$ cat src/rtl/ex_pkg.sv
package ex_pkg;

    // ############################################################
    // Widths
    // ############################################################
    localparam int data_w   = 32;
    localparam int strb_w   = data_w / 8;
    localparam int ld_kinds = 6;   // ld.b, ld.bu, ld.h, ld.hu, ld.w, ll.w
    localparam int st_kinds = 4;   // st.b, st.h, st.w, sc.w

    typedef enum logic [4:0] {
        op_or, op_nor, op_and, op_xor,
        op_sll, op_srl, op_sra,
        op_add, op_sub, op_slt, op_sltu,
        op_mul, op_mulh, op_mulhu,
        op_ld_b, op_ld_bu, op_ld_h, op_ld_hu, op_ld_w, op_ll_w,
        op_st_b, op_st_h, op_st_w, op_sc_w,
        op_nop
    } aluop_t;

    // ############################################################
    // Instruction word, seen in its two immediate formats
    // ############################################################
    typedef struct packed {
        logic [9:0]  opcode;
        logic [11:0] si12;
        logic [4:0]  rj;
        logic [4:0]  rd;
    } inst_2ri12_t;

    typedef struct packed {
        logic [7:0]  opcode;
        logic [13:0] si14;   // Word offset, scaled by four.
        logic [4:0]  rj;
        logic [4:0]  rd;
    } inst_2ri14_t;

    typedef union packed {
        inst_2ri12_t ri12;
        inst_2ri14_t ri14;
    } inst_word_u;

    typedef struct packed {
        aluop_t            aluop;
        logic [data_w-1:0] reg1;
        logic [data_w-1:0] reg2;
        inst_word_u        inst;
        logic              reg_write_en;
        logic [4:0]        reg_write_addr;
    } ex_issue_t;

    typedef struct packed {
        logic              valid;
        logic              op;      // 0 load, 1 store.
        logic [data_w-1:0] addr;
        logic [data_w-1:0] wdata;
        logic [strb_w-1:0] wstrb;
    } mem_req_t;

    typedef struct packed {
        logic                valid;
        aluop_t              aluop;
        logic                reg_write_en;
        logic [4:0]          reg_write_addr;
        logic [data_w-1:0]   reg_write_data;
        logic [data_w-1:0]   mem_addr;
        logic [ld_kinds-1:0] ld_en;
        logic [st_kinds-1:0] st_en;
        logic                ale;
    } ex_result_t;

    function automatic logic is_mem_op(aluop_t op);
        return op inside {op_ld_b, op_ld_bu, op_ld_h, op_ld_hu, op_ld_w, op_ll_w,
                          op_st_b, op_st_h, op_st_w, op_sc_w};
    endfunction

endpackage

$ cat src/rtl/ex_alu.sv
`timescale 1ns/1ps

module ex_alu (
    input  ex_pkg::ex_issue_t          issue,
    output logic [ex_pkg::data_w-1:0]  result
);
    import ex_pkg::*;

    logic [data_w-1:0]   a;
    logic [data_w-1:0]   b;
    logic [4:0]          shamt;

    logic [data_w-1:0]   logic_res;
    logic [data_w-1:0]   shift_res;
    logic [data_w-1:0]   fill_mask;

    logic                subtract;
    logic [data_w-1:0]   b_mux;
    logic [data_w-1:0]   sum;
    logic                carry;
    logic                lt_signed;
    logic                lt_unsigned;

    logic                signed_mul;
    logic [data_w-1:0]   mag_a;
    logic [data_w-1:0]   mag_b;
    logic [2*data_w-1:0] mag_prod;
    logic [2*data_w-1:0] product;

    assign a     = issue.reg1;
    assign b     = issue.reg2;
    assign shamt = b[4:0];

    // ############################################################
    // Logic and shift
    // ############################################################
    always_comb begin
        case (issue.aluop)
            op_or:   logic_res = a | b;
            op_nor:  logic_res = ~(a | b);
            op_and:  logic_res = a & b;
            default: logic_res = a ^ b;
        endcase
    end

    // Top shamt bits set, to be filled with the sign on sra.
    assign fill_mask = ~({data_w{1'b1}} >> shamt);

    always_comb begin
        case (issue.aluop)
            op_sll:  shift_res = a << shamt;
            op_srl:  shift_res = a >> shamt;
            default: shift_res = (a >> shamt) | (fill_mask & {data_w{a[data_w-1]}});
        endcase
    end

    // ############################################################
    // Adder and comparator
    // ############################################################
    assign subtract = issue.aluop inside {op_sub, op_slt, op_sltu};
    assign b_mux    = subtract ? ~b : b;
    assign {carry, sum} = {1'b0, a} + {1'b0, b_mux} + {{data_w{1'b0}}, subtract};

    // Signs differ: the negative one is smaller. Otherwise the difference tells.
    assign lt_signed   = (a[data_w-1] != b[data_w-1]) ? a[data_w-1] : sum[data_w-1];
    assign lt_unsigned = ~carry;   // No carry out of a - b means a borrow.

    // ############################################################
    // Multiplier
    // ############################################################
    assign signed_mul = issue.aluop inside {op_mul, op_mulh};
    assign mag_a      = (signed_mul && a[data_w-1]) ? (~a + 1'b1) : a;
    assign mag_b      = (signed_mul && b[data_w-1]) ? (~b + 1'b1) : b;
    assign mag_prod   = {{data_w{1'b0}}, mag_a} * {{data_w{1'b0}}, mag_b};
    assign product    = (signed_mul && (a[data_w-1] ^ b[data_w-1])) ?
                        (~mag_prod + 1'b1) : mag_prod;

    always_comb begin
        case (issue.aluop)
            op_or, op_nor, op_and, op_xor: result = logic_res;
            op_sll, op_srl, op_sra:        result = shift_res;
            op_add, op_sub:                result = sum;
            op_slt:                        result = {{(data_w-1){1'b0}}, lt_signed};
            op_sltu:                       result = {{(data_w-1){1'b0}}, lt_unsigned};
            op_mul:                        result = product[data_w-1:0];
            op_mulh, op_mulhu:             result = product[2*data_w-1:data_w];
            default:                       result = '0;   // Memory ops and nop.
        endcase
    end

endmodule

$ cat src/rtl/ex_lsu.sv
`timescale 1ns/1ps

module ex_lsu (
    input  logic                         clk,
    input  logic                         rst_n,
    input  ex_pkg::ex_issue_t            issue,
    input  logic                         in_valid,
    input  logic                         addr_ok,
    input  logic                         accept,
    output ex_pkg::mem_req_t             mem_req,
    output logic [ex_pkg::data_w-1:0]    mem_addr,
    output logic [ex_pkg::ld_kinds-1:0]  ld_en,
    output logic [ex_pkg::st_kinds-1:0]  st_en,
    output logic                         ale,
    output logic                         sc_ok,
    output logic                         mem_stall
);
    import ex_pkg::*;

    logic              ll_bit;
    logic              is_ll;
    logic              is_sc;
    logic              is_half;
    logic              is_word;
    logic              is_store;
    logic              req_valid;
    logic [11:0]       si12;
    logic [13:0]       si14;
    logic [data_w-1:0] st_data;
    logic [strb_w-1:0] st_strb;

    assign si12 = issue.inst.ri12.si12;
    assign si14 = issue.inst.ri14.si14;

    assign is_ll    = issue.aluop == op_ll_w;
    assign is_sc    = issue.aluop == op_sc_w;
    assign is_half  = issue.aluop inside {op_ld_h, op_ld_hu, op_st_h};
    assign is_word  = issue.aluop inside {op_ld_w, op_ll_w, op_st_w, op_sc_w};
    assign is_store = issue.aluop inside {op_st_b, op_st_h, op_st_w, op_sc_w};

    // ############################################################
    // Address generation
    // ############################################################
    always_comb begin
        case (issue.aluop)
            op_ld_b, op_ld_bu, op_ld_h, op_ld_hu, op_ld_w, op_ll_w: begin
                mem_addr = issue.reg1 + issue.reg2;
            end
            op_st_b, op_st_h, op_st_w: begin
                mem_addr = issue.reg1 + {{(data_w-12){si12[11]}}, si12};
            end
            op_sc_w: begin
                mem_addr = issue.reg1 + {{(data_w-16){si14[13]}}, si14, 2'b00};
            end
            default: begin
                mem_addr = '0;
            end
        endcase
    end

    assign ale = (is_half && mem_addr[0]) || (is_word && (mem_addr[1:0] != 2'b00));

    assign ld_en = {is_ll, issue.aluop == op_ld_w, issue.aluop == op_ld_hu,
                    issue.aluop == op_ld_h, issue.aluop == op_ld_bu, issue.aluop == op_ld_b};
    assign st_en = {is_sc && ll_bit, issue.aluop == op_st_w, issue.aluop == op_st_h,
                    issue.aluop == op_st_b};

    // Store lanes follow the low address bits.
    always_comb begin
        case (issue.aluop)
            op_st_b: begin
                st_strb = 4'b0001 << mem_addr[1:0];
                st_data = {4{issue.reg2[7:0]}};
            end
            op_st_h: begin
                st_strb = mem_addr[1] ? 4'b1100 : 4'b0011;
                st_data = {2{issue.reg2[15:0]}};
            end
            op_st_w, op_sc_w: begin
                st_strb = 4'b1111;
                st_data = issue.reg2;
            end
            default: begin
                st_strb = 4'b0000;
                st_data = '0;
            end
        endcase
    end

    // ############################################################
    // Request, stall and load-linked bit
    // ############################################################
    assign sc_ok     = is_sc && ll_bit && !ale;
    assign req_valid = in_valid && is_mem_op(issue.aluop) && !ale && !(is_sc && !ll_bit);
    assign mem_stall = req_valid && !addr_ok;

    assign mem_req = '{valid: req_valid, op: is_store, addr: mem_addr,
                       wdata: st_data, wstrb: st_strb};

    always_ff @(posedge clk) begin
        if (!rst_n) begin
            ll_bit <= 1'b0;
        end else if (accept && is_ll && !ale) begin
            ll_bit <= 1'b1;
        end else if (accept && sc_ok) begin
            ll_bit <= 1'b0;   // A successful sc.w consumes the reservation.
        end
    end

endmodule

$ cat src/rtl/ex_stage.sv
`timescale 1ns/1ps

module ex_stage (
    input  logic               clk,
    input  logic               rst_n,
    input  ex_pkg::ex_issue_t  issue,
    input  logic               in_valid,
    input  logic               addr_ok,
    output logic               pause,
    output ex_pkg::mem_req_t   mem_req,
    output ex_pkg::ex_result_t ex_out
);
    import ex_pkg::*;

    logic [data_w-1:0]   alu_res;
    logic [data_w-1:0]   mem_addr;
    logic [ld_kinds-1:0] ld_en;
    logic [st_kinds-1:0] st_en;
    logic                ale;
    logic                sc_ok;
    logic                mem_stall;
    logic                accept;
    logic [data_w-1:0]   wb_data;

    ex_alu u_alu (
        .issue  (issue),
        .result (alu_res)
    );

    ex_lsu u_lsu (
        .clk       (clk),
        .rst_n     (rst_n),
        .issue     (issue),
        .in_valid  (in_valid),
        .addr_ok   (addr_ok),
        .accept    (accept),
        .mem_req   (mem_req),
        .mem_addr  (mem_addr),
        .ld_en     (ld_en),
        .st_en     (st_en),
        .ale       (ale),
        .sc_ok     (sc_ok),
        .mem_stall (mem_stall)
    );

    assign pause  = mem_stall;
    assign accept = in_valid && !pause;

    // sc.w writes back its success flag; other memory ops write nothing here.
    always_comb begin
        if (issue.aluop == op_sc_w) begin
            wb_data = {{(data_w-1){1'b0}}, sc_ok};
        end else if (is_mem_op(issue.aluop)) begin
            wb_data = '0;
        end else begin
            wb_data = alu_res;
        end
    end

    // ############################################################
    // Output register
    // ############################################################
    always_ff @(posedge clk) begin
        if (!rst_n) begin
            ex_out.valid <= 1'b0;
        end else begin
            ex_out.valid <= accept;   // One cycle per accepted instruction.
        end
        if (accept) begin
            ex_out.aluop          <= issue.aluop;
            ex_out.reg_write_en   <= issue.reg_write_en;
            ex_out.reg_write_addr <= issue.reg_write_addr;
            ex_out.reg_write_data <= wb_data;
            ex_out.mem_addr       <= mem_addr;
            ex_out.ld_en          <= ld_en;
            ex_out.st_en          <= st_en;
            ex_out.ale            <= ale;
        end
    end

endmodule

$ cat config.mk
export PLATFORM = sky130hd
export DESIGN_NAME = ex_stage
export DESIGN_NICKNAME = d
export VERILOG_FILES = /design/src/rtl/ex_pkg.sv /design/src/rtl/ex_alu.sv /design/src/rtl/ex_lsu.sv /design/src/rtl/ex_stage.sv
export SDC_FILE = /design/constraint.sdc
export NUM_CORES = 2
export LEC_CHECK = 0
export BUFFER_PORTS_ARGS = -buffer_cell sky130_fd_sc_hd__buf_4
export CAP_MARGIN = 40
export CORE_ASPECT_RATIO = 0.7
export CORE_UTILIZATION = 35
export DETAILED_ROUTE_END_ITERATION = 10
export HOLD_SLACK_MARGIN = 0.08
export REMOVE_ABC_BUFFERS = 1
export SYNTH_ARGS = -nofsm -noshare
export SYNTH_HDL_FRONTEND = slang
export SYNTH_HIERARCHICAL = 1
export SYNTH_SLANG_ARGS = --single-unit
$ cat constraint.sdc
create_clock -name clk -period 28.9 [get_ports clk]
set_clock_uncertainty 0.2 [all_clocks]
set_input_delay 5.78 -clock clk [delete_from_list [all_inputs] [get_ports clk]]
set_output_delay 5.78 -clock clk [all_outputs]
set_load 0.02 [all_outputs]
After elaboration in Yosys (flattened, before gate mapping)
Index checks and enable logic that the tools add are counted.
{ "word_totals": {"ff_bits": 88, "input_bits": 111, "output_inout_bits": 158, "elab_cells": 115} }
{ "op_classes": {"n_addsub": 8, "multipliers": 1, "eq_ne": 24, "shift": 4, "n_mux": 16, "bitwise_logic": 12, "n_reduce_logical": 39} }
{ "ops": {"columns": ["op", "count"], "rows": [
  ["$pmux 32 s3", 3],
  ["$pmux 32 s7", 1],
  ["$not 32->32", 4],
  ["$add 32x32->32", 3],
  ["$mux 32", 3],
  ["$add 32x1->32 const B", 2],
  ["$add 64x1->64 const B", 1],
  ["$and 32x32->32", 2],
  ["$mul 32x32->64", 1],
  ["$mux 64", 1],
  ["$not 64->64", 1],
  ["$or 32x32->32", 2],
  ["$pmux 32 s2", 1],
  ["$eq 5x4->1 const B", 8],
  ["$eq 5x5->1 const B", 8],
  ["$add 32x32->33", 1],
  ["$add 33x1->33", 1],
  ["$shl 32x5->32", 1],
  ["$shr 32x5->32", 1],
  ["$shr 32x5->32 const A", 1],
  ["$xor 32x32->32", 1],
  ["$eq 5x3->1 const B", 4],
  ["$logic_and 1x1->1", 16],
  ["$pmux 4 s3", 1],
  ["19 further kinds", 36]
]} }

Depth between registers and ports, before layout
{ "depth": {"word_depth": 15, "mapped_depth": 45, "ltp_nobuf": 38} }

Modules after synthesis
Netlist, hierarchy kept.
{ "by_module_without_submodules": {"columns": ["mod", "n_inst", "cells_each", "area_per_inst_um2", "seq_area_each_um2"], "rows": [
  ["ex_alu", 1, 5610, 44582.8, 0.0],
  ["ex_lsu", 1, 675, 4662.0, 20.0],
  ["ex_stage", 1, 128, 2892.8, 2602.5]
]} }

Least setup slack after synthesis
No wires, ideal clock.
{ "synth_timing": {"path_kind": "input-to-reg", "start": "input issue[39] (netlist bit)", "end": "register ex_out[72] (netlist bit), data pin", "setup_ns": 0.255, "arrival_ns": 16.076, "required_time_ns": 28.445, "slack_ns": 12.369, "stages": 41, "path_buffers": 5, "path_cell_list": "inv_1 > buf_1 > buf_1 > clkbuf_1 > ha_1 > nand2_1 > nor3_1 > nand2_1 > nor3_1 > nand2_1 > nand2_1 > o21ai_0 > xnor2_1 > clkbuf_1 > nand2_1 > fa_1 > inv_1 > fa_1 > [... 5 more ...] > inv_1 > fa_1 > inv_1 > ha_1 > clkbuf_1 > nand4_1 > nor4_2 > and3_1 > a21oi_1 > and3_1 > or3_1 > nand4_1 > o21ai_0 > or3_1 > nor4_2 > mux2i_1 > o211ai_1 > and2_1"} }
{ "synth_via": {"elab_chain_cells": 8, "word_cells_on_any_way": 18, "classes_between": "4 x add/sub; 1 x mul; 3 x shift; 5 x mux; 5 x bitwise"} }
{ "synth_rtl": {"columns": ["item", "line", "rtl"], "rows": [
  ["start, declared", "ex_stage.sv:6", "input ex_pkg::ex_issue_t issue,"],
  ["$not 32->32", "ex_alu.sv:61, ex_alu.sv:73", null],
  ["$add 32x1->32", "ex_alu.sv:73", "assign mag_b = (signed_mul && b[data_w-1]) ? (~b + 1'b1) : b;"],
  ["$mux 32", "ex_alu.sv:73", null],
  ["$mul 32x32->64", "ex_alu.sv:74", "assign mag_prod = {{data_w{1'b0}}, mag_a} * {{data_w{1'b0}}, mag_b};"],
  ["$not 64->64", "ex_alu.sv:76", "(~mag_prod + 1'b1) : mag_prod;"],
  ["$add 64x1->64", "ex_alu.sv:76", null],
  ["$mux 64", "ex_alu.sv:75", "assign product = (signed_mul && (a[data_w-1] ^ b[data_w-1])) ?"],
  ["$pmux 32 s7 (*)", "ex_alu.sv:79", "case (issue.aluop)"],
  ["net alu_res[29]", "ex_stage.sv:15", "logic [data_w-1:0] alu_res;"],
  ["end, declared", "ex_stage.sv:11", "output ex_pkg::ex_result_t ex_out"]
]} }
Mark *: on every way through the listed nets, which the timed path passes. The rest lies on a longest branch.
A chain may end at the register's enable or synchronous reset.

Worst setup path in the final report
{ "layout_timing": {"start": "input issue[39] (netlist bit)", "end": "register ex_out[55] (netlist bit), data pin"} }
Same word-level chain as after synthesis.

==> tab_implementation.tex <==
\begin{tabular}{lr}
\hline
Metric & Value \\
\hline
\multicolumn{2}{l}{\textbf{Run status}} \\
Result of the run & complete, no violations \\
\multicolumn{2}{l}{\textbf{Placed design}} \\
Post-detailed-placement half-perimeter wirelength & 188,000 µm \\
Last weighted congestion value of the routability-driven placer & 1.028 \\
Placed cell areas & 57,310 µm² \\
PortBufs & 250 \\
Cell count after placement & 8,461 \\
\multicolumn{2}{l}{\textbf{Synth}} \\
Post-synth top area share & 0.3452 \\
Yosys warnings & 6 \\
Main combinational cell family by area after synthesis & adder cells \\
Post-synthesis compound-gate area fraction & 0.1358 \\
Area contributors post-synth & sky130\_fd\_sc\_hd\_\_fa\_1 35\%, sky130\_fd\_sc\_hd\_\_ha\_1 10\%, sky130\_fd\_sc\_hd\_\_inv\_1 7.1\%, sky130\_fd\_sc\_hd\_\_nor2\_1 6.3\%, sky130\_fd\_sc\_hd\_\_nand2\_1 5.2\% \\
Unique cell type count in the Yosys netlist & 122 \\
Most frequent cell after synthesis & sky130\_fd\_sc\_hd\_\_inv\_1 \\
Area leader, netlist & sky130\_fd\_sc\_hd\_\_fa\_1 \\
Summed instance area of the synthesized netlist & 52,140 µm² \\
Mean Syn Cell Area & 8.130 µm² \\
Number of enable flip-flop cells after synthesis & 86 \\
Gate count after technology mapping & 6,413 \\
Post-synthesis share of cell area spent on full adders, half adders and majority gates & 0.4489 \\
Post-synthesis sequential area ratio & 0.05030 \\
Post-synthesis share of cell area spent on and, or, nand and nor gates & 0.1702 \\
Synthesis-stage register bit count & 88 \\
Asr flop ratio synth & 0 \\
Top cells by count, synth & 984 x sky130\_fd\_sc\_hd\_\_inv\_1, 899 x sky130\_fd\_sc\_hd\_\_fa\_1, 879 x sky130\_fd\_sc\_hd\_\_nor2\_1, 720 x sky130\_fd\_sc\_hd\_\_nand2\_1, 432 x sky130\_fd\_sc\_hd\_\_ha\_1 \\
Main synth FF type & sky130\_fd\_sc\_hd\_\_edfxtp\_1 \\
Multiplexer share of the synthesized area & 0.03324 \\
Post-Synth XOR/XNOR Area & 0.05812 \\
\multicolumn{2}{l}{\textbf{Floorplan}} \\
Core box area & 147,900 µm² \\
Overall die width & 463.3 µm \\
Number of ports placed on the die boundary & 269 \\
Site row count & 118 \\
Floorplan die area & 150,500 µm² \\
Initial core utilization & 0.3524 \\
Die span in y & 324.9 µm \\
\multicolumn{2}{l}{\textbf{Detailed routing}} \\
First-pass DRT Iterations & 6 \\
Antenna-violating nets left & 0 \\
Number of DRC markers after the initial detailed-route iteration & 5,678 \\
Remaining design rule violation count & 0 \\
Via total after detailed routing & 48,232 \\
Wirelength, routed & 228,600 µm \\
Ratio of routed vias to standard cells & 5.684 \\
DR WL/cell & 26.94 µm \\
\multicolumn{2}{l}{\textbf{Global route}} \\
Sum of overflow across all layers after global routing & 0 \\
Antenna violations before repair & 7 \\
First-pass GRT wire length & 330,700 µm \\
Number of global-route vias before repair & 47,056 \\
Largest net degree at the start of global routing & 63 \\
All-layer global routing usage & 0.3003 \\
\multicolumn{2}{l}{\textbf{Clocking}} \\
Worst-skew pair later-pin latency & 0.43 ns \\
Clk slew on worst S/H paths & 0.08 ns \\
Clock sink count & 88 \\
Clock tree root driver cell & sky130\_fd\_sc\_hd\_\_clkbuf\_16 \\
Maximum clock insertion buffer count & 2 \\
CTS hold repair buffers & 0 \\
Number of buffers added by the clock tree synthesis step & 9 \\
TritonCTS clock tree & done \\
Maximum level of the CTS H-tree & 3 \\
Buffers inserted during post-CTS setup optimization & 0 \\
PostCTS Resize Cnt & 0 \\
\multicolumn{2}{l}{\textbf{Timing}} \\
Setup Viol. Count Final & 0 \\
Number of hold violations in the final report & 0 \\
Final critical-path required period & 19.06 ns \\
Number of pins with negative max-slew slack in the final report & 0 \\
Summed negative setup slack over all endpoints & 0 ns \\
Part of the cycle the worst path needs & 0.6594 \\
Final worst hold slack & 0.3022 ns \\
Highest clock rate & 52.48 MHz \\
Unrepaired setup endpoints after global routing & false \\
Actual slew at the worst max-slew pin & 0.9727 ns \\
Normalized max-slew margin & 0.3469 \\
\multicolumn{2}{l}{\textbf{Cells and area}} \\
Non-filler instance count after layout & 8,485 \\
Register area & 2623 µm² \\
Multi-input combinational cell area & 44,890 µm² \\
Layout area overhead & 10.60\% \\
Final-stage net count & 7,941 \\
Post-route cell area & 57,660 µm² \\
Layout fillers & 15,166 \\
Share of layout cells above drive strength 1 & 0.1079 \\
\multicolumn{2}{l}{\textbf{Critical path}} \\
Worst reg-to-reg setup slack & 25.68 ns \\
Crit path max fanout & 50 \\
Worst endpoint required time & 28.89 ns \\
Critical Path AT & 19.05 ns \\
Crit path launch type & primary input \\
CP Class & primary input to flip-flop \\
Crit-path max cell delay & 0.76 ns \\
CP most frequent cell & sky130\_fd\_sc\_hd\_\_fa\_1 \\
Critical Path Sink Type & flip-flop \\
Highest-delay cell along the critical path & sky130\_fd\_sc\_hd\_\_a221oi\_1 \\
\multicolumn{2}{l}{\textbf{Worst hold path}} \\
Type of the tightest min-delay check & flip-flop to flip-flop \\
\multicolumn{2}{l}{\textbf{Flow run}} \\
Max-cap viol count & 0 \\
\hline
\end{tabular}
==> cell usage in the layout, fill, tap and decap left out, types with 92 or more instances in the layout <==
| cell type | instances |
|---|---|
| sky130_fd_sc_hd__a21o_1 | 92 |
| sky130_fd_sc_hd__a21oi_1 | 315 |
| sky130_fd_sc_hd__buf_4 | 410 |
| sky130_fd_sc_hd__fa_1 | 899 |
| sky130_fd_sc_hd__ha_1 | 432 |
| sky130_fd_sc_hd__inv_1 | 982 |
| sky130_fd_sc_hd__nand2_1 | 719 |
| sky130_fd_sc_hd__nor2_1 | 879 |
| sky130_fd_sc_hd__o21ai_0 | 232 |
| sky130_fd_sc_hd__xnor2_1 | 183 |
| sky130_fd_sc_hd__xor2_1 | 99 |
==> final timing paths <==
| path | startpoint | end | cells after the start |
|---|---|---|---|
| setup / recovery | issue[39] | ex_out[55] | 37 |
| hold / removal | u_lsu/ll_bit | u_lsu/ll_bit | 2 |
| setup reg to reg | u_lsu/ll_bit | ex_out[68] | 6 |
| hold reg to reg | u_lsu/ll_bit | u_lsu/ll_bit | 2 |
==> metrics by stage <==
| stage | util | setup slack [ns] |
|---|---|---|
| 6_report | 0.3898 | 9.844 |
| 3_5_place_dp | 0.3874 | 9.902 |
| 3_3_place_gp | 0.3832 | 9.878 |
| 5_1_grt | 0.3898 | 9.480 |
| 2_1_floorplan | - | 11.93 |
| 4_1_cts | 0.3894 | 10.34 |
==> layer usage <==
layer | track usage | vias up | share of wire
met4 | 0.08602 | 4 | 0.031
met2 | 0.3999 | 2632 | 0.39
met3 | 0.09316 | 283 | 0.13
li1 | - | 20822 | -
met1 | 0.4561 | 24491 | 0.46
met5 | 0 | - | 0.00014
==> worst max-delay path, delay by kind of cell <==
family,cells,cell delay (ns)
xor+xnor,2,1.16
compound gates,7,2.46
simple gates,10,3.14
fa+ha+maj,9,4.43
buf+inv,9,1.95
==> sequential cells by signal (all words and copies together) (netlist names) <==
name	cells
u_lsu/ll_bit	1
ex_out	87
==> area by class of cell <==
type	instances	share of cell area
multi-input combinational	4962	0.7785
inverter	987	0.06425
timing repair buffer	451	0.06362
sequential	88	0.04548
tap	1980	0.04296
clock buffer	9	0.003906
clock inverter	7	0.001280
antenna	1	0.00004340
==> cells by family after synthesis <==
kind of cell	Yosys count
AOI/OAI and AO/OA	1096
xor gates and xnor gates	346
adders and majority gates	1331
buffers and inverters	1363
DFF	88
muxes	148
and+or+nand+nor	2041
Power is left out: the tool's default activity adds up to more than one toggle a clock period on the data nets, which glitch-free logic cannot reach.
